<file path="src/periph_config.svh">
`ifndef PERIPH_CONFIG_SVH
`define PERIPH_CONFIG_SVH

// I/O port addresses
`define IO_BANK0           8'hF0
`define IO_BANK1           8'hF1
`define IO_BANK2           8'hF2
`define IO_BANK3           8'hF3
`define IO_ESPCTRL         8'hF4
`define IO_ESPDATA         8'hF5
`define IO_CASSETTE        8'hFC
`define IO_PRINTER         8'hFE

// Serial link to the microcontroller
`define UART_CLKS_PER_BIT  16     // sysclk cycles per bit
`define BREAK_BITS         12     // Bit times of a transmitted break

// Receive buffer, power of two
`define RXFIFO_DEPTH       8

`endif
</file>
<file path="src/periph_pkg.sv">
`default_nettype none

`include "periph_config.svh"

package periph_pkg;

    // One Z80 access as seen at the pins
    typedef struct packed {
        logic [15:0] addr;
        logic [7:0]  wrdata;
        logic        rd_n;
        logic        wr_n;
        logic        mreq_n;
        logic        iorq_n;
    } bus_req_t;

    typedef struct packed {
        logic [7:0] bank3;
        logic [7:0] bank2;
        logic [7:0] bank1;
        logic [7:0] bank0;
    } bank_regs_t;

    typedef logic [7:0] rx_byte_t;  // FIFO entry

    // Single-cycle event pulses from the receive path
    typedef struct packed {
        logic overflow;
        logic framing;
        logic brk;
    } uart_err_t;

    typedef enum logic [7:0] {
        PORT_BANK0    = `IO_BANK0,
        PORT_BANK1    = `IO_BANK1,
        PORT_BANK2    = `IO_BANK2,
        PORT_BANK3    = `IO_BANK3,
        PORT_ESPCTRL  = `IO_ESPCTRL,
        PORT_ESPDATA  = `IO_ESPDATA,
        PORT_CASSETTE = `IO_CASSETTE,
        PORT_PRINTER  = `IO_PRINTER
    } io_port_e;

endpackage

`default_nettype wire

</file>
<file path="src/periph_top.sv">
`timescale 1ns/100ps
`default_nettype none

module periph_top
    import periph_pkg::*;
(
    input  logic       sysclk,
    input  logic       reset,

    // Z80 side
    input  bus_req_t   bus,
    output logic [7:0] d_out,
    output logic       d_oe,
    output logic       ram_ce_n,
    output bank_regs_t banks,

    input  logic       cassette_in,
    input  logic       printer_in,
    output logic       cassette_out,
    output logic       printer_out,

    // Microcontroller link
    input  logic       uart_rxd,
    input  logic       uart_cts,
    output logic       uart_txd,
    output logic       uart_rts
);

    logic [7:0] tx_data;
    logic       tx_valid;
    logic       tx_break;
    logic       tx_busy;
    rx_byte_t   rx_data;
    logic       rx_valid;
    logic       rx_framing;
    logic       rx_brk;
    rx_byte_t   fifo_head;
    logic       fifo_read;
    logic       fifo_not_empty;
    logic       fifo_full;
    logic       fifo_overflow;
    uart_err_t  err;

    assign err      = '{overflow: fifo_overflow, framing: rx_framing, brk: rx_brk};
    assign uart_rts = fifo_full;       // Ask the sender to pause

    bus_decoder i_decoder (
        .sysclk         (sysclk),
        .reset          (reset),
        .bus            (bus),
        .cassette_in    (cassette_in),
        .printer_in     (printer_in),
        .tx_busy        (tx_busy),
        .fifo_head      (fifo_head),
        .fifo_not_empty (fifo_not_empty),
        .err            (err),
        .d_out          (d_out),
        .d_oe           (d_oe),
        .ram_ce_n       (ram_ce_n),
        .banks          (banks),
        .cassette_out   (cassette_out),
        .printer_out    (printer_out),
        .tx_data        (tx_data),
        .tx_valid       (tx_valid),
        .tx_break       (tx_break),
        .fifo_read      (fifo_read)
    );

    esp_uart_tx i_uart_tx (
        .sysclk   (sysclk),
        .reset    (reset),
        .tx_data  (tx_data),
        .tx_valid (tx_valid),
        .tx_break (tx_break),
        .uart_cts (uart_cts),
        .uart_txd (uart_txd),
        .tx_busy  (tx_busy)
    );

    esp_uart_rx i_uart_rx (
        .sysclk   (sysclk),
        .reset    (reset),
        .uart_rxd (uart_rxd),
        .rx_data  (rx_data),
        .rx_valid (rx_valid),
        .framing  (rx_framing),
        .brk      (rx_brk)
    );

    rx_fifo i_rx_fifo (
        .sysclk    (sysclk),
        .reset     (reset),
        .wr_data   (rx_data),
        .wr_en     (rx_valid),
        .rd_en     (fifo_read),
        .head      (fifo_head),
        .not_empty (fifo_not_empty),
        .full      (fifo_full),
        .overflow  (fifo_overflow)
    );

endmodule

`default_nettype wire

</file>
<file path="src/rx_fifo.sv">
`timescale 1ns/100ps
`default_nettype none

`include "periph_config.svh"

module rx_fifo
    import periph_pkg::*;
#(
    parameter int unsigned DEPTH = `RXFIFO_DEPTH
) (
    input  logic     sysclk,
    input  logic     reset,
    input  rx_byte_t wr_data,
    input  logic     wr_en,
    input  logic     rd_en,
    output rx_byte_t head,
    output logic     not_empty,
    output logic     full,
    output logic     overflow
);

    localparam int unsigned AW = $clog2(DEPTH);

    if ((DEPTH & (DEPTH - 1)) != 0) begin : g_depth_check
        $error("rx_fifo DEPTH must be a power of two");
    end

    rx_byte_t      mem [DEPTH];
    logic [AW-1:0] wr_ptr;
    logic [AW-1:0] rd_ptr;
    logic [AW:0]   count;
    logic          do_wr;
    logic          do_rd;

    assign full      = count == (AW + 1)'(DEPTH);
    assign not_empty = count != '0;
    assign do_wr     = wr_en && !full;
    assign do_rd     = rd_en && not_empty;      // Pop on empty ignored
    assign overflow  = wr_en && full;           // Byte dropped
    assign head      = mem[rd_ptr];

    always_ff @(posedge sysclk) begin
        if (do_wr)
            mem[wr_ptr] <= wr_data;
    end

    always_ff @(posedge sysclk or posedge reset) begin
        if (reset) begin
            wr_ptr <= '0;
            rd_ptr <= '0;
            count  <= '0;
        end else begin
            if (do_wr) wr_ptr <= wr_ptr + 1'b1;
            if (do_rd) rd_ptr <= rd_ptr + 1'b1;
            case ({do_wr, do_rd})
                2'b10:   count <= count + 1'b1;
                2'b01:   count <= count - 1'b1;
                default: ;
            endcase
        end
    end

    a_count_bound: assert property (
        @(posedge sysclk) disable iff (reset) count <= (AW + 1)'(DEPTH))
        else $error("rx_fifo count above DEPTH");

endmodule

`default_nettype wire

</file>
<file path="src/esp_uart_rx.sv">
`timescale 1ns/100ps
`default_nettype none

`include "periph_config.svh"

module esp_uart_rx
    import periph_pkg::*;
(
    input  logic     sysclk,
    input  logic     reset,
    input  logic     uart_rxd,
    output rx_byte_t rx_data,
    output logic     rx_valid,
    output logic     framing,
    output logic     brk
);

    localparam int unsigned CLKS       = `UART_CLKS_PER_BIT;
    localparam int unsigned CW         = $clog2(CLKS);
    localparam int unsigned BRK_CYCLES = 10 * CLKS;
    localparam int unsigned LW         = $clog2(BRK_CYCLES + 1);

    typedef enum logic [1:0] {IDLE, START, DATA, STOP} state_t;

    state_t        state;
    logic [2:0]    rxd_r;       // Two sync flops, then previous sample
    logic          rxd;
    logic          fall;
    logic [CW-1:0] clk_cnt;
    logic [2:0]    bit_cnt;
    logic [LW-1:0] low_cnt;
    logic          bit_end;

    always_ff @(posedge sysclk or posedge reset) begin
        if (reset)
            rxd_r <= 3'b111;
        else
            rxd_r <= {rxd_r[1:0], uart_rxd};
    end

    assign rxd     = rxd_r[1];
    assign fall    = rxd_r[2] && !rxd_r[1];
    assign bit_end = clk_cnt == CW'(CLKS - 1);

    always_ff @(posedge sysclk) begin
        if (state == DATA && bit_end)
            rx_data <= {rxd, rx_data[7:1]};     // LSB first
    end

    ////////////////////
    // Frame FSM
    ////////////////////
    always_ff @(posedge sysclk or posedge reset) begin
        if (reset) begin
            state    <= IDLE;
            clk_cnt  <= '0;
            bit_cnt  <= '0;
            rx_valid <= 1'b0;
            framing  <= 1'b0;
        end else begin
            rx_valid <= 1'b0;
            framing  <= 1'b0;
            clk_cnt  <= clk_cnt + 1'b1;
            case (state)
                IDLE: begin
                    clk_cnt <= '0;
                    if (fall)
                        state <= START;
                end

                START: begin
                    if (clk_cnt == CW'(CLKS / 2 - 1)) begin
                        clk_cnt <= '0;
                        bit_cnt <= '0;
                        state   <= rxd ? IDLE : DATA;   // Glitch if high again
                    end
                end

                DATA: begin
                    if (bit_end) begin
                        clk_cnt <= '0;
                        bit_cnt <= bit_cnt + 1'b1;
                        if (bit_cnt == 3'd7)
                            state <= STOP;
                    end
                end

                default: begin
                    if (bit_end) begin
                        rx_valid <= rxd;
                        framing  <= !rxd;
                        state    <= IDLE;           // Next start needs a falling edge
                    end
                end
            endcase
        end
    end

    // Break: line low for ten bit times, reported once
    always_ff @(posedge sysclk or posedge reset) begin
        if (reset) begin
            low_cnt <= '0;
            brk     <= 1'b0;
        end else begin
            brk <= 1'b0;
            if (rxd) begin
                low_cnt <= '0;
            end else if (low_cnt != LW'(BRK_CYCLES)) begin
                low_cnt <= low_cnt + 1'b1;
                brk     <= low_cnt == LW'(BRK_CYCLES - 1);
            end
        end
    end

    a_valid_or_framing: assert property (
        @(posedge sysclk) disable iff (reset) !(rx_valid && framing))
        else $error("rx_valid and framing together");

endmodule

`default_nettype wire

</file>
<file path="src/esp_uart_tx.sv">
`timescale 1ns/100ps
`default_nettype none

`include "periph_config.svh"

module esp_uart_tx (
    input  logic       sysclk,
    input  logic       reset,
    input  logic [7:0] tx_data,
    input  logic       tx_valid,
    input  logic       tx_break,
    input  logic       uart_cts,
    output logic       uart_txd,
    output logic       tx_busy
);

    localparam int unsigned CLKS = `UART_CLKS_PER_BIT;
    localparam int unsigned CW   = $clog2(CLKS);

    typedef enum logic [1:0] {IDLE, WAIT_CTS, FRAME, BREAK} state_t;

    state_t        state;
    logic [CW-1:0] clk_cnt;
    logic [3:0]    bit_cnt;
    logic [3:0]    last_bit;
    logic [8:0]    shift;       // Data bits then stop bit
    logic          bit_end;

    assign bit_end  = clk_cnt == CW'(CLKS - 1);
    assign last_bit = (state == BREAK) ? 4'(`BREAK_BITS - 1) : 4'd9;
    assign tx_busy  = state != IDLE;

    always_ff @(posedge sysclk) begin
        if (state == IDLE && tx_valid)
            shift <= {1'b1, tx_data};
        else if (state == FRAME && bit_end)
            shift <= {1'b1, shift[8:1]};
    end

    always_ff @(posedge sysclk or posedge reset) begin
        if (reset) begin
            state    <= IDLE;
            clk_cnt  <= '0;
            bit_cnt  <= '0;
            uart_txd <= 1'b1;
        end else begin
            case (state)
                IDLE: begin
                    clk_cnt <= '0;
                    bit_cnt <= '0;
                    if (tx_break) begin
                        state    <= BREAK;
                        uart_txd <= 1'b0;
                    end else if (tx_valid) begin
                        state    <= uart_cts ? WAIT_CTS : FRAME;
                        uart_txd <= uart_cts;       // Start bit unless held off
                    end
                end

                WAIT_CTS: begin
                    if (!uart_cts) begin
                        state    <= FRAME;
                        uart_txd <= 1'b0;
                    end
                end

                default: begin                      // FRAME or BREAK
                    clk_cnt <= clk_cnt + 1'b1;
                    if (bit_end) begin
                        clk_cnt <= '0;
                        bit_cnt <= bit_cnt + 1'b1;
                        if (state == FRAME)
                            uart_txd <= shift[0];
                        if (bit_cnt == last_bit) begin
                            state    <= IDLE;
                            uart_txd <= 1'b1;
                        end
                    end
                end
            endcase
        end
    end

    a_idle_line_high: assert property (
        @(posedge sysclk) disable iff (reset) !tx_busy |-> uart_txd)
        else $error("txd low while transmitter idle");

endmodule

`default_nettype wire

</file>
<file path="src/bus_decoder.sv">
`timescale 1ns/100ps
`default_nettype none

module bus_decoder
    import periph_pkg::*;
(
    input  logic       sysclk,
    input  logic       reset,

    input  bus_req_t   bus,
    input  logic       cassette_in,
    input  logic       printer_in,
    input  logic       tx_busy,
    input  rx_byte_t   fifo_head,
    input  logic       fifo_not_empty,
    input  uart_err_t  err,

    output logic [7:0] d_out,
    output logic       d_oe,
    output logic       ram_ce_n,
    output bank_regs_t banks,
    output logic       cassette_out,
    output logic       printer_out,
    output logic [7:0] tx_data,
    output logic       tx_valid,
    output logic       tx_break,
    output logic       fifo_read
);

    logic [2:0] wr_n_r;
    logic [2:0] rd_n_r;
    logic       bus_write;
    logic       bus_read;
    logic [7:0] wrdata;
    io_port_e   port;
    logic       io_sel;
    logic       internal;
    logic [2:0] status_r;       // Overflow, framing, break

    ////////////////////
    // Strobe sync
    ////////////////////
    always_ff @(posedge sysclk or posedge reset) begin
        if (reset) begin
            wr_n_r <= 3'b111;
            rd_n_r <= 3'b111;
        end else begin
            wr_n_r <= {wr_n_r[1:0], bus.wr_n};
            rd_n_r <= {rd_n_r[1:0], bus.rd_n};
        end
    end

    // One pulse per falling strobe, two cycles late
    assign bus_write = wr_n_r[2:1] == 2'b10;
    assign bus_read  = rd_n_r[2:1] == 2'b10;

    always_ff @(posedge sysclk) begin
        if (!bus.wr_n)
            wrdata <= bus.wrdata;       // Tracks the pins during the write
    end

    ////////////////////
    // Address decode
    ////////////////////
    assign port   = io_port_e'(bus.addr[7:0]);
    assign io_sel = !bus.iorq_n;

    // System RAM plus banks 1 and 2
    assign ram_ce_n = !(!bus.mreq_n && bus.addr >= 16'h3800 && bus.addr <= 16'hBFFF);

    always_ff @(posedge sysclk or posedge reset) begin
        if (reset) begin
            banks        <= '0;
            cassette_out <= 1'b0;
            printer_out  <= 1'b0;
            status_r     <= 3'b000;
        end else begin
            if (io_sel && bus_write) begin
                case (port)
                    PORT_BANK0:    banks.bank0  <= wrdata;
                    PORT_BANK1:    banks.bank1  <= wrdata;
                    PORT_BANK2:    banks.bank2  <= wrdata;
                    PORT_BANK3:    banks.bank3  <= wrdata;
                    PORT_ESPCTRL:  status_r     <= status_r & ~wrdata[4:2];
                    PORT_CASSETTE: cassette_out <= wrdata[0];
                    PORT_PRINTER:  printer_out  <= wrdata[0];
                    default: ;
                endcase
            end

            // A new event wins over a clear in the same cycle
            if (err.overflow) status_r[2] <= 1'b1;
            if (err.framing)  status_r[1] <= 1'b1;
            if (err.brk)      status_r[0] <= 1'b1;
        end
    end

    ////////////////////
    // UART strobes
    ////////////////////
    assign tx_data   = wrdata;
    assign tx_valid  = io_sel && bus_write && port == PORT_ESPDATA;
    assign tx_break  = io_sel && bus_write && port == PORT_ESPCTRL && wrdata[7];
    assign fifo_read = io_sel && bus_read && port == PORT_ESPDATA;   // Pop after the read

    // Read data mux
    always_comb begin
        d_out    = 8'h00;
        internal = 1'b1;
        case (port)
            PORT_BANK0:    d_out = banks.bank0;
            PORT_BANK1:    d_out = banks.bank1;
            PORT_BANK2:    d_out = banks.bank2;
            PORT_BANK3:    d_out = banks.bank3;
            PORT_ESPCTRL:  d_out = {3'b000, status_r, tx_busy, fifo_not_empty};
            PORT_ESPDATA:  d_out = fifo_head;
            PORT_CASSETTE: d_out = {7'b0, cassette_in};
            PORT_PRINTER:  d_out = {7'b0, printer_in};
            default:       internal = 1'b0;
        endcase
    end

    assign d_oe = !bus.rd_n && io_sel && internal;

    // A CPU access is either a read or a write
    a_tx_pop_exclusive: assert property (
        @(posedge sysclk) disable iff (reset) !(tx_valid && fifo_read))
        else $error("tx_valid and fifo_read in the same cycle");

endmodule

`default_nettype wire

</file>
<file path="config.mk">
export PLATFORM = sky130hd
export DESIGN_NAME = periph_top
export DESIGN_NICKNAME = d
export VERILOG_FILES = /design/src/periph_pkg.sv /design/src/periph_top.sv /design/src/rx_fifo.sv /design/src/esp_uart_rx.sv /design/src/esp_uart_tx.sv /design/src/bus_decoder.sv
export VERILOG_INCLUDE_DIRS = /design/src /design/src/src
export SDC_FILE = /design/constraint.sdc
export NUM_CORES = 1
export LEC_CHECK = 0
export ABC_CLOCK_PERIOD_IN_PS = 2500
export BUFFER_PORTS_ARGS = -buffer_cell sky130_fd_sc_hd__buf_2
export CORE_MARGIN = 2
export CORE_UTILIZATION = 45
export CTS_CLUSTER_DIAMETER = 100
export CTS_CLUSTER_SIZE = 30
export DETAILED_ROUTE_END_ITERATION = 10
export GPL_ROUTABILITY_DRIVEN = 1
export PLACE_DENSITY = 0.65
export RECOVER_POWER = 50
export REMOVE_ABC_BUFFERS = 1
export SETUP_SLACK_MARGIN = 0.3
export SYNTH_ARGS = -nofsm -noshare
export SYNTH_HDL_FRONTEND = slang
export SYNTH_HIERARCHICAL = 1
export SYNTH_SLANG_ARGS = --single-unit
export TNS_END_PERCENT = 10
</file>
<file path="constraint.sdc">
create_clock -name sysclk -period 2.5 [get_ports sysclk]
set_clock_uncertainty 0.15 [all_clocks]
set_input_delay 0.5 -clock sysclk [delete_from_list [all_inputs] [get_ports sysclk]]
set_output_delay 0.5 -clock sysclk [all_outputs]
set_load 0.02 [all_outputs]
</file>
==> results of run 1 <==
-- timing repair --
item / CTS / global route
hold buffers: 2 / 0
hold endpoints to repair: 21 / 0
setup buffers: 1 / 3
resized for setup: 38 / 17
pin swaps: 9 / 5
endpoints found under the setup margin: 31 / 31
-- sequential cells by signal (all words and copies together) (netlist names), 8 cells and up --
register / flops
i_uart_tx/shift: 8
i_decoder/banks: 32
i_uart_rx/rx_data: 8
i_rx_fifo/mem: 64
i_uart_rx/low_cnt: 8
i_decoder/tx_data: 8
-- placed cells by master, fill, tap and decap left out, types with 4 or more instances in the layout --
cell	instances
sky130_fd_sc_hd__nand3b_1	6
sky130_fd_sc_hd__dfstp_2	7
sky130_fd_sc_hd__mux4_1	5
sky130_fd_sc_hd__dfrtp_1	75
sky130_fd_sc_hd__nand2_1	20
sky130_fd_sc_hd__o211ai_1	4
sky130_fd_sc_hd__mux4_2	17
sky130_fd_sc_hd__buf_6	4
sky130_fd_sc_hd__buf_2	69
sky130_fd_sc_hd__mux2i_1	5
sky130_fd_sc_hd__ha_1	10
sky130_fd_sc_hd__nand4_1	10
sky130_fd_sc_hd__nor3_1	6
sky130_fd_sc_hd__mux2_4	22
sky130_fd_sc_hd__nand2b_1	4
sky130_fd_sc_hd__xor2_1	7
sky130_fd_sc_hd__nand3_1	12
sky130_fd_sc_hd__clkbuf_1	5
sky130_fd_sc_hd__mux2_2	37
sky130_fd_sc_hd__a21oi_1	8
sky130_fd_sc_hd__inv_1	18
sky130_fd_sc_hd__clkbuf_16	17
sky130_fd_sc_hd__xnor2_1	8
sky130_fd_sc_hd__clkinvlp_4	4
sky130_fd_sc_hd__buf_4	49
sky130_fd_sc_hd__nor2_1	39
sky130_fd_sc_hd__o21ai_0	5
sky130_fd_sc_hd__edfxtp_1	88
sky130_fd_sc_hd__inv_6	5
sky130_fd_sc_hd__a22o_1	6
-- worst max-delay path, delay by kind of cell (launching register included) --
family,cells,cell delay [ps]
multiplexers,3,1050
flip-flops,1,440
AO/OA/AOI/OAI,2,400
buffers and inverters,1,140
-- routing by layer --
| metal | wire (microns) | vias up | GRT usage, % |
|---|---|---|---|
| met5 | 0 | - | 0 |
| met4 | 265 | 0 | 6.655 |
| met2 | 8784 | 112 | 31.63 |
| met3 | 651 | 22 | 4.101 |
| met1 | 7519 | 2582 | 25.49 |
| li1 | - | 2264 | - |
-- area by class of cell --
class | count | area (sq um) | share of cell area (%)
Clock inverter | 15 | 152.6 | 1.601
Clock buffer | 17 | 425.4 | 4.462
Tap cell | 225 | 281.5 | 2.953
Timing Repair Buffer | 133 | 862.1 | 9.042
Multi-Input combinational cell | 310 | 2904 | 30.46
Inverter | 19 | 73.82 | 0.7743
Sequential cell | 175 | 4835 | 50.71
-- how the worst max path moves through the flow --
stage | from | end | slack (ps) | cells past startpoint
global route | i_rx_fifo/rd_ptr[0] | d_out[1] | -680 | 6
floorplan | i_rx_fifo/rd_ptr[0] | d_out[1] | -490 | 5
CTS | i_rx_fifo/rd_ptr[0] | d_out[1] | -610 | 6
finish | i_rx_fifo/rd_ptr[0] | d_out[1] | -600 | 6
global placement | bus[13] | i_rx_fifo/count[3] | -290 | 10
detailed placement | bus[13] | i_rx_fifo/count[3] | -360 | 10
-- cell families after synthesis --
group	synth area share [%]
buffers and inverters	2.735
xor gates and xnor gates	1.670
adders and majority gates	1.908
and+or+nand+nor	10.48
AOI/OAI and AO/OA	5.104
muxes	16.70
DFF	61.41
-- power groups by stage --
| stage | Sequential (uW) | Clock, uW | Combinational [uW] |
|---|---|---|---|
| 2_1_floorplan | 3420 | 0 | 404 |
| 3_3_place_gp | 3430 | 0 | 574 |
| 3_5_place_dp | 3450 | 0 | 612 |
| 4_1_cts | 3400 | 2650 | 632 |
| 5_1_grt | 3440 | 2790 | 719 |
| 6_report | 3410 | 2600 | 636 |
-- per-stage QoR --
step / power, uW / utilization, % / worst slack (ps) / setup TNS, ps / hold WS [ps]
after global routing: 6949 / 55.51 / -678.4 / -5111 / -9.927
after global placement: 4007 / 51.13 / -293.4 / -2306 / 196.3
after detailed placement: 4066 / 51.13 / -357.0 / -2822 / 196.8
after floorplan: 3822 / - / -487.5 / -1500 / 190.2
final: 6641 / 55.51 / -604.0 / -4257 / 7.402
after CTS: 6684 / 54.95 / -613.3 / -4161 / 7.307
==> results_dict.tcl, run 1 <==
set metrics [dict create \
    layout.nets 702 \
    synthTopCellsByCount "sky130_fd_sc_hd__edfxtp_1, sky130_fd_sc_hd__dfrtp_1, sky130_fd_sc_hd__mux2_2" \
    sequentialPowerShare_pct 51.3 \
    number_of_cts_inserted_buffers 17 \
    fin_ws_ps -604.0 \
    final_ant_viol_nets 0 \
    worstMarginPinSlew_ps 1202 \
    yosys_most_used_dff "sky130_fd_sc_hd__edfxtp_1" \
    yosysMostFrequentCell "sky130_fd_sc_hd__edfxtp_1" \
    whs_endpoint "i_decoder/rd_n_r[0]" \
    initial_antenna_violation_count 0 \
    clock_sink_count 175 \
    die_h_microns 136.2 \
    synth_edf_count 88 \
    power.clock.fraction_pct 39.1 \
    r2r.worst_path.cells 7 \
    worstSkewPairLatency_ps 440 \
    hold_path_depth 1 \
    power_density_nw_per_um2 696.5 \
    vias 4980 \
    num_antenna_cells 0 \
    cap_violations 0 \
    required_arrival_time_at_the_worst_endpoint_ps 1850 \
    number_of_optimization_iterations_in_the_first_detailed_route_pass 4 \
    cts_tree "done" \
    reg2reg_from "i_rx_fifo/count[0]" \
    setup.worst_path.class "reg2out" \
    io-pin-count 80 \
    async_flop_share_pct 49.71 \
    drtIter0Drc 392 \
    failing_checks "negative setup slack" \
    path_cells "mux4_2 > mux2_4 > mux2_4 > a22o_1 > a22o_1 > buf_6" \
    gr-usage-all-layers_pct 19.26 \
    cts-htree-levels 4 \
    areaGrowthSynthToFinish_pct 21.16 \
    fraction_of_the_cycle_the_final_worst_path_needs_pct 124.2 \
    width_of_the_die_microns 136.2 \
    hold_violations 0 \
    p_switching_uw 1740 \
    max_freq_ghz 0.3222 \
    netlist-cell-type-count 77 \
    routed_wirelength_microns 17220 \
    routedWlPerCell_microns 19.26 \
    yosys_warnings 6 \
    gr-total-overflow 0 \
    cts-root-buf "sky130_fd_sc_hd__clkbuf_16" \
    synth_cells 526 \
    power_leakage_uw 0.003988 \
    synth_area_leaders "sky130_fd_sc_hd__edfxtp_1, sky130_fd_sc_hd__dfrtp_1, sky130_fd_sc_hd__mux2_2" \
    drcViolationCount 0 \
    layout.filler_cells 1403 \
    fp.coreArea_sq_um 17180 \
    seq_cells_post_synth 175 \
    setup.worst_path.end_class "output pin" \
    initial_utilization_pct 45.81 \
    max-clock-path-buffers 2 \
    cp_slowest_stage_delay_ps 510 \
    postPlaceCellArea_sq_um 8782 \
    placement.io_buffers 76 \
    rsz0062_at_grt "yes" \
    final_cell_count_no_fill 894 \
    timing.max_slew.rel_slack_pct 19.88 \
    fraction_of_power_consumed_by_combinational_cells_pct 9.6 \
    min-delay-start "bus[3]" \
    worst_ir_drop_vdd_mv 0.4614 \
    regToRegEndpoint "i_rx_fifo/count[3]" \
    timing.hold.worst.class "in2reg" \
    route.detailed.vias_per_inst 5.570 \
    layout.cell_area.non_filler_sq_um 9534 \
    drv_slew 0 \
    min_period_ps 3104 \
    synth.cell_area_sq_um 7869 \
    largest_net_degree_at_the_start_of_global_routing 44 \
    netlist.top_cell.by_area "sky130_fd_sc_hd__edfxtp_1" \
    worst_setup_slack_for_register_to_register_paths_ps -150 \
    dp.cells 856 \
    setup-violations-final 9 \
    power_switching_share_pct 26.20 \
    finalWeightedCongestion 0.8138 \
    internal_power_uw 4901 \
    placement_row_count 48 \
    kind_of_start_point_of_the_critical_path "flip-flop" \
    grt_first_pass_wirelength_microns 26990 \
    synth_top_cell_area_share_pct 33.58 \
    cp_slowest_cell "sky130_fd_sc_hd__mux4_2" \
    synth-seq-area-share_pct 61.41 \
    final_layout_size_suffix_gt1_share_pct 41.11 \
    outcome "finished, violations left" \
    syn_avg_cell_area_sq_um 14.96 \
    number_of_global_route_vias_before_repair 5026 \
    crit_path_max_fanout 4 \
    die-area_sq_um 18560 \
    cts.reportedPaths.clkPinSlew_ps 70 \
    crit_arrival_ps 2450 \
    half_perimeter_wire_length_after_placement_microns 11790 \
]
Power figures use the tool's default switching activity.
==> inputs of run 2 (changes only) <==
--- a/config.mk
+++ b/config.mk
@@ -10,6 +10,7 @@
 export BUFFER_PORTS_ARGS = -buffer_cell sky130_fd_sc_hd__buf_2
 export CORE_MARGIN = 2
 export CORE_UTILIZATION = 45
+export CTS_BUF_LIST = sky130_fd_sc_hd__clkbuf_4 sky130_fd_sc_hd__clkbuf_8
 export CTS_CLUSTER_DIAMETER = 100
 export CTS_CLUSTER_SIZE = 30
 export DETAILED_ROUTE_END_ITERATION = 10
==> run 2 against run 1 <==
The run still ends with negative setup slack left; sequential share of layout area rose by 1.0 points; register-to-register slack barely moved; setup slack got worse by 11 ps; final cell count fell by 0.11%; sequential cell count did not move; wire length fell by 1.5%; count of clock-buffer cells in the layout did not move; fmax fell by 0.35%.
==> results_dict.tcl, run 2 (same netlist as run 1, synthesis figures left out) <==
set metrics [dict create \
    num_antenna_cells 0 \
    gr-total-overflow 0 \
    rsz0062_at_grt "yes" \
    commonest_non_fill_non_tap_cell_in_the_layout "sky130_fd_sc_hd__edfxtp_1" \
    drcViolationCount 0 \
    fraction_of_the_cycle_the_final_worst_path_needs_pct 124.6 \
    sequentialPowerShare_pct 57.1 \
    final_ant_viol_nets 0 \
    required_arrival_time_at_the_worst_endpoint_ps 1850 \
    fraction_of_power_consumed_by_combinational_cells_pct 10.6 \
    internal_power_uw 4310 \
    min_period_ps 3115 \
    max_freq_ghz 0.3210 \
    placement.io_buffers 76 \
    timing.hold.worst.class "in2reg" \
    grt_first_pass_wirelength_microns 26720 \
    setup.worst_path.end_class "output pin" \
    placement_row_count 48 \
    layout.filler_cells 1436 \
    routedWlPerCell_microns 18.99 \
    p_switching_uw 1646 \
    finalWeightedCongestion 0.8138 \
    io-pin-count 80 \
    number_of_optimization_iterations_in_the_first_detailed_route_pass 4 \
    timing.hold.ws_ps 51.22 \
    layout.nets 701 \
    critical_path_buffer_and_inverter_count 1 \
    crit_path_max_fanout 4 \
    max-clock-path-buffers 2 \
    vias 4914 \
    width_of_the_die_microns 136.2 \
    cts_tree "done" \
    worst_ir_drop_vdd_mv 0.3882 \
    number_of_global_route_vias_before_repair 5042 \
    core_occupancy_in_the_finished_layout_pct 54.39 \
    areaGrowthSynthToFinish_pct 18.73 \
    number_of_cts_inserted_buffers 17 \
    crit_family "multiplexers" \
    seq_area_sq_um 4835 \
    largest_registers "i_rx_fifo/mem x64, i_decoder/banks x32" \
    setup-violations-final 9 \
    cts-root-buf "sky130_fd_sc_hd__clkbuf_8" \
    power_leakage_uw 0.003910 \
    clock_sink_count 175 \
    setup.worst_path.class "reg2out" \
    total_power_draw_uw 5956 \
    die_h_microns 136.2 \
    cp_slowest_stage_delay_ps 500 \
    initial_utilization_pct 45.81 \
    fin_ws_ps -615.1 \
    outcome "finished, violations left" \
    power_density_nw_per_um2 637.5 \
    route.detailed.vias_per_inst 5.503 \
    largest_net_degree_at_the_start_of_global_routing 44 \
    failing_checks "negative setup slack" \
    drv_slew 0 \
    routed_wirelength_microns 16960 \
    largest_register_ff_count 64 \
    drtIter0Drc 351 \
    dp.cells 856 \
    power_switching_share_pct 27.64 \
    cts-htree-levels 4 \
    most-common-layout-cells "sky130_fd_sc_hd__edfxtp_1, sky130_fd_sc_hd__dfrtp_1, sky130_fd_sc_hd__buf_2, sky130_fd_sc_hd__buf_4" \
    die-area_sq_um 18560 \
    final_cell_count_no_fill 893 \
    worstSkewPairLatency_ps 470 \
    timing.max_slew.rel_slack_pct 18.53 \
    worstMarginPinSlew_ps 1222 \
    initial_antenna_violation_count 0 \
    half_perimeter_wire_length_after_placement_microns 11790 \
    kind_of_start_point_of_the_critical_path "flip-flop" \
    gr-usage-all-layers_pct 19.07 \
    final_layout_size_suffix_gt1_share_pct 39.67 \
    pre_cts_setup_slack_ps -357.0 \
    power.clock.fraction_pct 32.3 \
    cts.reportedPaths.clkPinSlew_ps 100 \
    crit_arrival_ps 2470 \
    cp_slowest_cell "sky130_fd_sc_hd__mux4_2" \
    path_cells "mux4_2 > mux2_4 > mux2_4 > a22o_1 > a22o_1 > buf_6" \
    multi_input_comb_area_sq_um 2919 \
    fp.coreArea_sq_um 17180 \
    cap_violations 0 \
    registers.top_by_ff_count "i_rx_fifo/mem" \
    hold_violations 0 \
]
==> run 2: cell count changes in the layout (fill, tap and decap cells not counted), sizes merged <==
cell / previous run / this run
clkbuf: 23 / 22
dlygate4sd3: 2 / 4
buf: 125 / 123
==> run 2: final cells by class <==
type	instances	area share (%)
clock buffers	17	2.504
inverters	19	0.8169
well taps	225	3.013
repair buffers	132	9.040
multi-input cells	310	31.24
clock inverters	15	1.634
flip-flops and latches	175	51.75
==> run 2: power by group through the flow <==
stage / Sequential, uW / Combinational [uW] / Clock [uW]
after floorplan: 3420 / 404 / 0
after global placement: 3430 / 574 / 0
after detailed placement: 3450 / 612 / 0
after CTS: 3400 / 630 / 1970
after global routing: 3430 / 715 / 2110
final: 3400 / 629 / 1930
==> run 2: per-layer routing <==
metal  vias to the layer above  routed length (microns)  track usage [%]
met4                         0                      278            6.424
met1                      2510                     7339            25.37
li1                       2264                        -                -
met3                        21                      779            4.437
met5                         -                        0                0
met2                       119                     8560            30.96
==> run 2: final timing paths <==
path / from / end / slack [ps] / cells past startpoint
setup / recovery: i_rx_fifo/rd_ptr[0] / d_out[1] / -620 / 6
hold / removal: bus[6] / i_decoder/tx_data[2] / 50 / 1
setup reg to reg: i_rx_fifo/count[0] / i_rx_fifo/count[3] / -150 / 7
hold reg to reg: i_decoder/wr_n_r[0] / i_decoder/wr_n_r[1] / 210 / 0
max in group asynchronous: reset / i_uart_rx/clk_cnt[0] / 510 / 4
min in group asynchronous: reset / i_uart_tx/bit_cnt[3] / 570 / 3
==> run 2: timing repair <==
| item | CTS | global route |
|---|---|---|
| hold endpoints to repair | 43 | 0 |
| setup buffers | 1 | 0 |
| pin swaps | 8 | 5 |
| gates resized for setup | 28 | 17 |
| gates cloned | 0 | 0 |
| endpoints found under the setup margin | 31 | 31 |
| hold buffers | 4 | 0 |
==> run 2: metrics by stage <==
stage | setup TNS, ps | area [sq um]
2_1_floorplan | -1500 | 7725
3_3_place_gp | -2306 | 8782
3_5_place_dp | -2822 | 8782
4_1_cts | -4874 | 9280
5_1_grt | -5703 | 9343
6_report | -4611 | 9343
==> run 2: worst reg2reg max path, cell delays in order, from the launching register on <==
cell	delay, ps
sky130_fd_sc_hd__dfrtp_2	470
sky130_fd_sc_hd__or4_4	560
sky130_fd_sc_hd__nand2_4	80
sky130_fd_sc_hd__inv_1	60
sky130_fd_sc_hd__ha_1	290
sky130_fd_sc_hd__or4b_2	680
sky130_fd_sc_hd__a21o_1	190
sky130_fd_sc_hd__o221ai_1	80
==> inputs of run 3 (changes only) <==
--- a/config.mk
+++ b/config.mk
@@ -6,6 +6,7 @@
 export SDC_FILE = /design/constraint.sdc
 export NUM_CORES = 1
 export LEC_CHECK = 0
+export ABC_AREA = 1
 export ABC_CLOCK_PERIOD_IN_PS = 2500
 export BUFFER_PORTS_ARGS = -buffer_cell sky130_fd_sc_hd__buf_2
 export CORE_MARGIN = 2
==> run 3 against run 2 <==
The flow still finishes with violations (negative setup slack); critical endpoint is now d_out[0]; sequential share of layout area shrank 0.92 points; total power shrank 0.79%; synthesized area grew 3.0%; via count grew 23%; critical path depth grew 6; first-iteration DRC count grew 48%; count of clock-buffer cells in the layout grew 1.
==> results_dict.tcl, run 3 <==
set metrics [dict create \
    outcome "finished, violations left" \
    failing_checks "negative setup slack" \
    syn_avg_cell_area_sq_um 9.565 \
    placement.io_buffers 76 \
    cts-htree-levels 4 \
    largest_net_degree_at_the_start_of_global_routing 44 \
    cts-root-buf "sky130_fd_sc_hd__clkbuf_8" \
    power_switching_share_pct 29.09 \
    worstSkewPairLatency_ps 460 \
    netlist.top_cell.by_area "sky130_fd_sc_hd__edfxtp_1" \
    layout.cell_area.non_filler_sq_um 9509 \
    gr-total-overflow 0 \
    clock_sink_count 175 \
    crit_path_max_fanout 14 \
    synth-seq-area-share_pct 59.64 \
    rsz0062_at_grt "yes" \
    gr-usage-all-layers_pct 19.66 \
    die_h_microns 138.2 \
    grt_first_pass_wirelength_microns 29570 \
    timing.max_slew.rel_slack_pct 17.74 \
    groute.layer.met3.usage_pct 4.053 \
    sequentialPowerShare_pct 57.1 \
    setup.worst_path.end_class "output pin" \
    r2r.worst_path.cells 9 \
    fp.coreArea_sq_um 17840 \
    min_period_ps 2694 \
    path_cells "buf_6 > nor2_1 > nor2_1 > o21ai_1 > o21ai_1 > nand2_1 > nand2_1 > nand3_1 > nand2_1 > nor2_1 > nand2_1 > buf_2" \
    largest_registers "i_rx_fifo/mem x64, i_decoder/banks x32" \
    number_of_cts_inserted_buffers 17 \
    synth.cell_area_sq_um 8102 \
    initial_utilization_pct 45.41 \
    required_arrival_time_at_the_worst_endpoint_ps 1850 \
    met1_demand_to_capacity_share_in_global_routing_pct 27.61 \
    power_leakage_uw 0.004359 \
    cap_violations 0 \
    power.clock.fraction_pct 31.2 \
    width_of_the_die_microns 138.2 \
    commonest_non_fill_non_tap_cell_in_the_layout "sky130_fd_sc_hd__nand2_1" \
    setup-violations-final 8 \
    cp_slowest_cell "sky130_fd_sc_hd__dfrtp_2" \
    die-area_sq_um 19090 \
    number_of_optimization_iterations_in_the_first_detailed_route_pass 5 \
    fin_ws_ps -193.7 \
    synthTopCellsByCount "sky130_fd_sc_hd__nand2_1, sky130_fd_sc_hd__nor2_1, sky130_fd_sc_hd__edfxtp_1" \
    max_freq_ghz 0.3712 \
    registers.top_by_ff_count "i_rx_fifo/mem" \
    kind_of_start_point_of_the_critical_path "flip-flop" \
    yosys_warnings 6 \
    yosysMostFrequentCell "sky130_fd_sc_hd__nand2_1" \
    cts.reportedPaths.clkPinSlew_ps 100 \
    critical_path_buffer_and_inverter_count 2 \
    final_layout_size_suffix_gt1_share_pct 23.52 \
    hold_violations 0 \
    layout.nets 1011 \
    final_ant_viol_nets 0 \
    cts_tree "done" \
    most-common-layout-cells "sky130_fd_sc_hd__nand2_1, sky130_fd_sc_hd__nor2_1, sky130_fd_sc_hd__edfxtp_1, sky130_fd_sc_hd__dfrtp_1, sky130_fd_sc_hd__buf_2" \
    cpMostUsedCell "sky130_fd_sc_hd__nand2_1" \
    fraction_of_power_consumed_by_combinational_cells_pct 11.7 \
    crit_cells 12 \
    postPlaceCellArea_sq_um 8904 \
    crit_family "simple AND/OR/NAND/NOR gates" \
    timing.hold.ws_ps 49.68 \
    timing.hold.worst.class "in2reg" \
    seq_cells_post_synth 175 \
    internal_power_uw 4190 \
    drtIter0Drc 519 \
    largest_register_ff_count 64 \
    routed_wirelength_microns 18230 \
    yosys_most_used_dff "sky130_fd_sc_hd__edfxtp_1" \
    areaGrowthSynthToFinish_pct 17.37 \
    dp.cells 1167 \
    synth_top_cell_area_share_pct 32.62 \
    p_switching_uw 1719 \
    io-pin-count 80 \
    min-delay-start "bus[10]" \
    half_perimeter_wire_length_after_placement_microns 12590 \
    finalWeightedCongestion 0.8568 \
    synth_area_leaders "sky130_fd_sc_hd__edfxtp_1, sky130_fd_sc_hd__dfrtp_1, sky130_fd_sc_hd__nand2_1" \
    global_routing_s_busiest_layer "met2" \
    globalRouteMet2Util_pct 31.11 \
    fraction_of_the_cycle_the_final_worst_path_needs_pct 107.7 \
    drcViolationCount 0 \
    crit_arrival_ps 2040 \
    max-clock-path-buffers 2 \
    netlist-cell-type-count 43 \
    synth_cells 847 \
    final_cell_count_no_fill 1208 \
    number_of_global_route_vias_before_repair 5699 \
    async_flop_share_pct 49.71 \
    setup.worst_path.class "reg2out" \
    synth_edf_count 88 \
    hold_path_depth 1 \
    worstMarginPinSlew_ps 1234 \
    reg2reg_from "i_decoder/wr_n_r[2]" \
    vias 6048 \
    placement_row_count 49 \
    worst_ir_drop_vdd_mv 0.5074 \
    routedWlPerCell_microns 15.09 \
    setup.worst_path.start "i_rx_fifo/rd_ptr[0]" \
    initial_antenna_violation_count 1 \
    power_density_nw_per_um2 621.4 \
    route.detailed.vias_per_inst 5.007 \
    cp_slowest_stage_delay_ps 470 \
    drv_slew 0 \
]
## run 3: path summary, 6_finish.rpt
path                                              to  slack [ps]
worst max-delay path                        d_out[0]        -190
worst min-delay path            i_decoder/tx_data[6]          50
worst max register to register    i_uart_tx/shift[4]         330
worst min register to register   i_decoder/rd_n_r[1]         220
max in group asynchronous       i_uart_rx/clk_cnt[2]         540
min in group asynchronous         i_rx_fifo/count[1]         530
## run 3: per-stage QoR
step | total power, uW | TNS (ps) | setup slack, ps | utilization, %
final | 5909 | -1245 | -193.7 | 53.30
after global routing | 6211 | -2461 | -344.5 | 53.30
after CTS | 5968 | -1517 | -218.9 | 52.94
after detailed placement | 4103 | 0 | 11.84 | 49.91
after global placement | 4082 | 0 | 46.67 | 49.91
after floorplan | 3875 | -489.4 | -245.0 | -
## run 3: metal layers
layer / vias to the layer above / share of wire [%]
met5: - / 0
met4: 0 / 1.3
met3: 19 / 4.9
met2: 144 / 48
met1: 2850 / 46
li1: 3035 / -
## run 3: logic make-up after synthesis
group / count (synthesis) / synth area share, %
fa+ha+maj: 12 / 1.853
xor+xnor: 9 / 0.9730
simple gates: 436 / 24.48
buf+inv: 97 / 5.483
flops: 175 / 59.64
compound gates: 117 / 7.444
mux: 1 / 0.1236
## run 3: power by group through the flow
stage	registers (uW)	logic, uW	clock network (uW)
finish	3370	689	1850
global route	3400	791	2020
CTS	3370	693	1900
detailed placement	3430	669	0
global placement	3430	654	0
floorplan	3400	473	0
## run 3: repair_timing
item                                    4_1_cts  5_1_grt
hold buffers                                  4        0
pin swaps                                     4        7
endpoints found under the setup margin       27       28
gates resized for setup                      34       29
hold endpoints to repair                     43        0
cloned                                        1        0
setup buffers                                 1        2
## run 3: worst reg2reg max path: cells and delay by family (launching register included)
| family | cells | cell delay [ps] |
|---|---|---|
| compound gates | 1 | 90 |
| buf+inv | 5 | 490 |
| simple gates | 3 | 630 |
| flops | 1 | 520 |
## run 3: cell type report
| type | instances | area (sq um) |
|---|---|---|
| Antenna cell | 1 | 2.502 |
| Clock buffer | 18 | 241.5 |
| Clock inverter | 14 | 123.9 |
| Fill cell | 1593 | 8332 |
| Inverter | 77 | 294.0 |
| Multi-Input combinational cell | 575 | 2915 |
| Sequential cell | 175 | 4833 |
| Tap cell | 229 | 286.5 |
| Timing Repair Buffer | 119 | 812.0 |
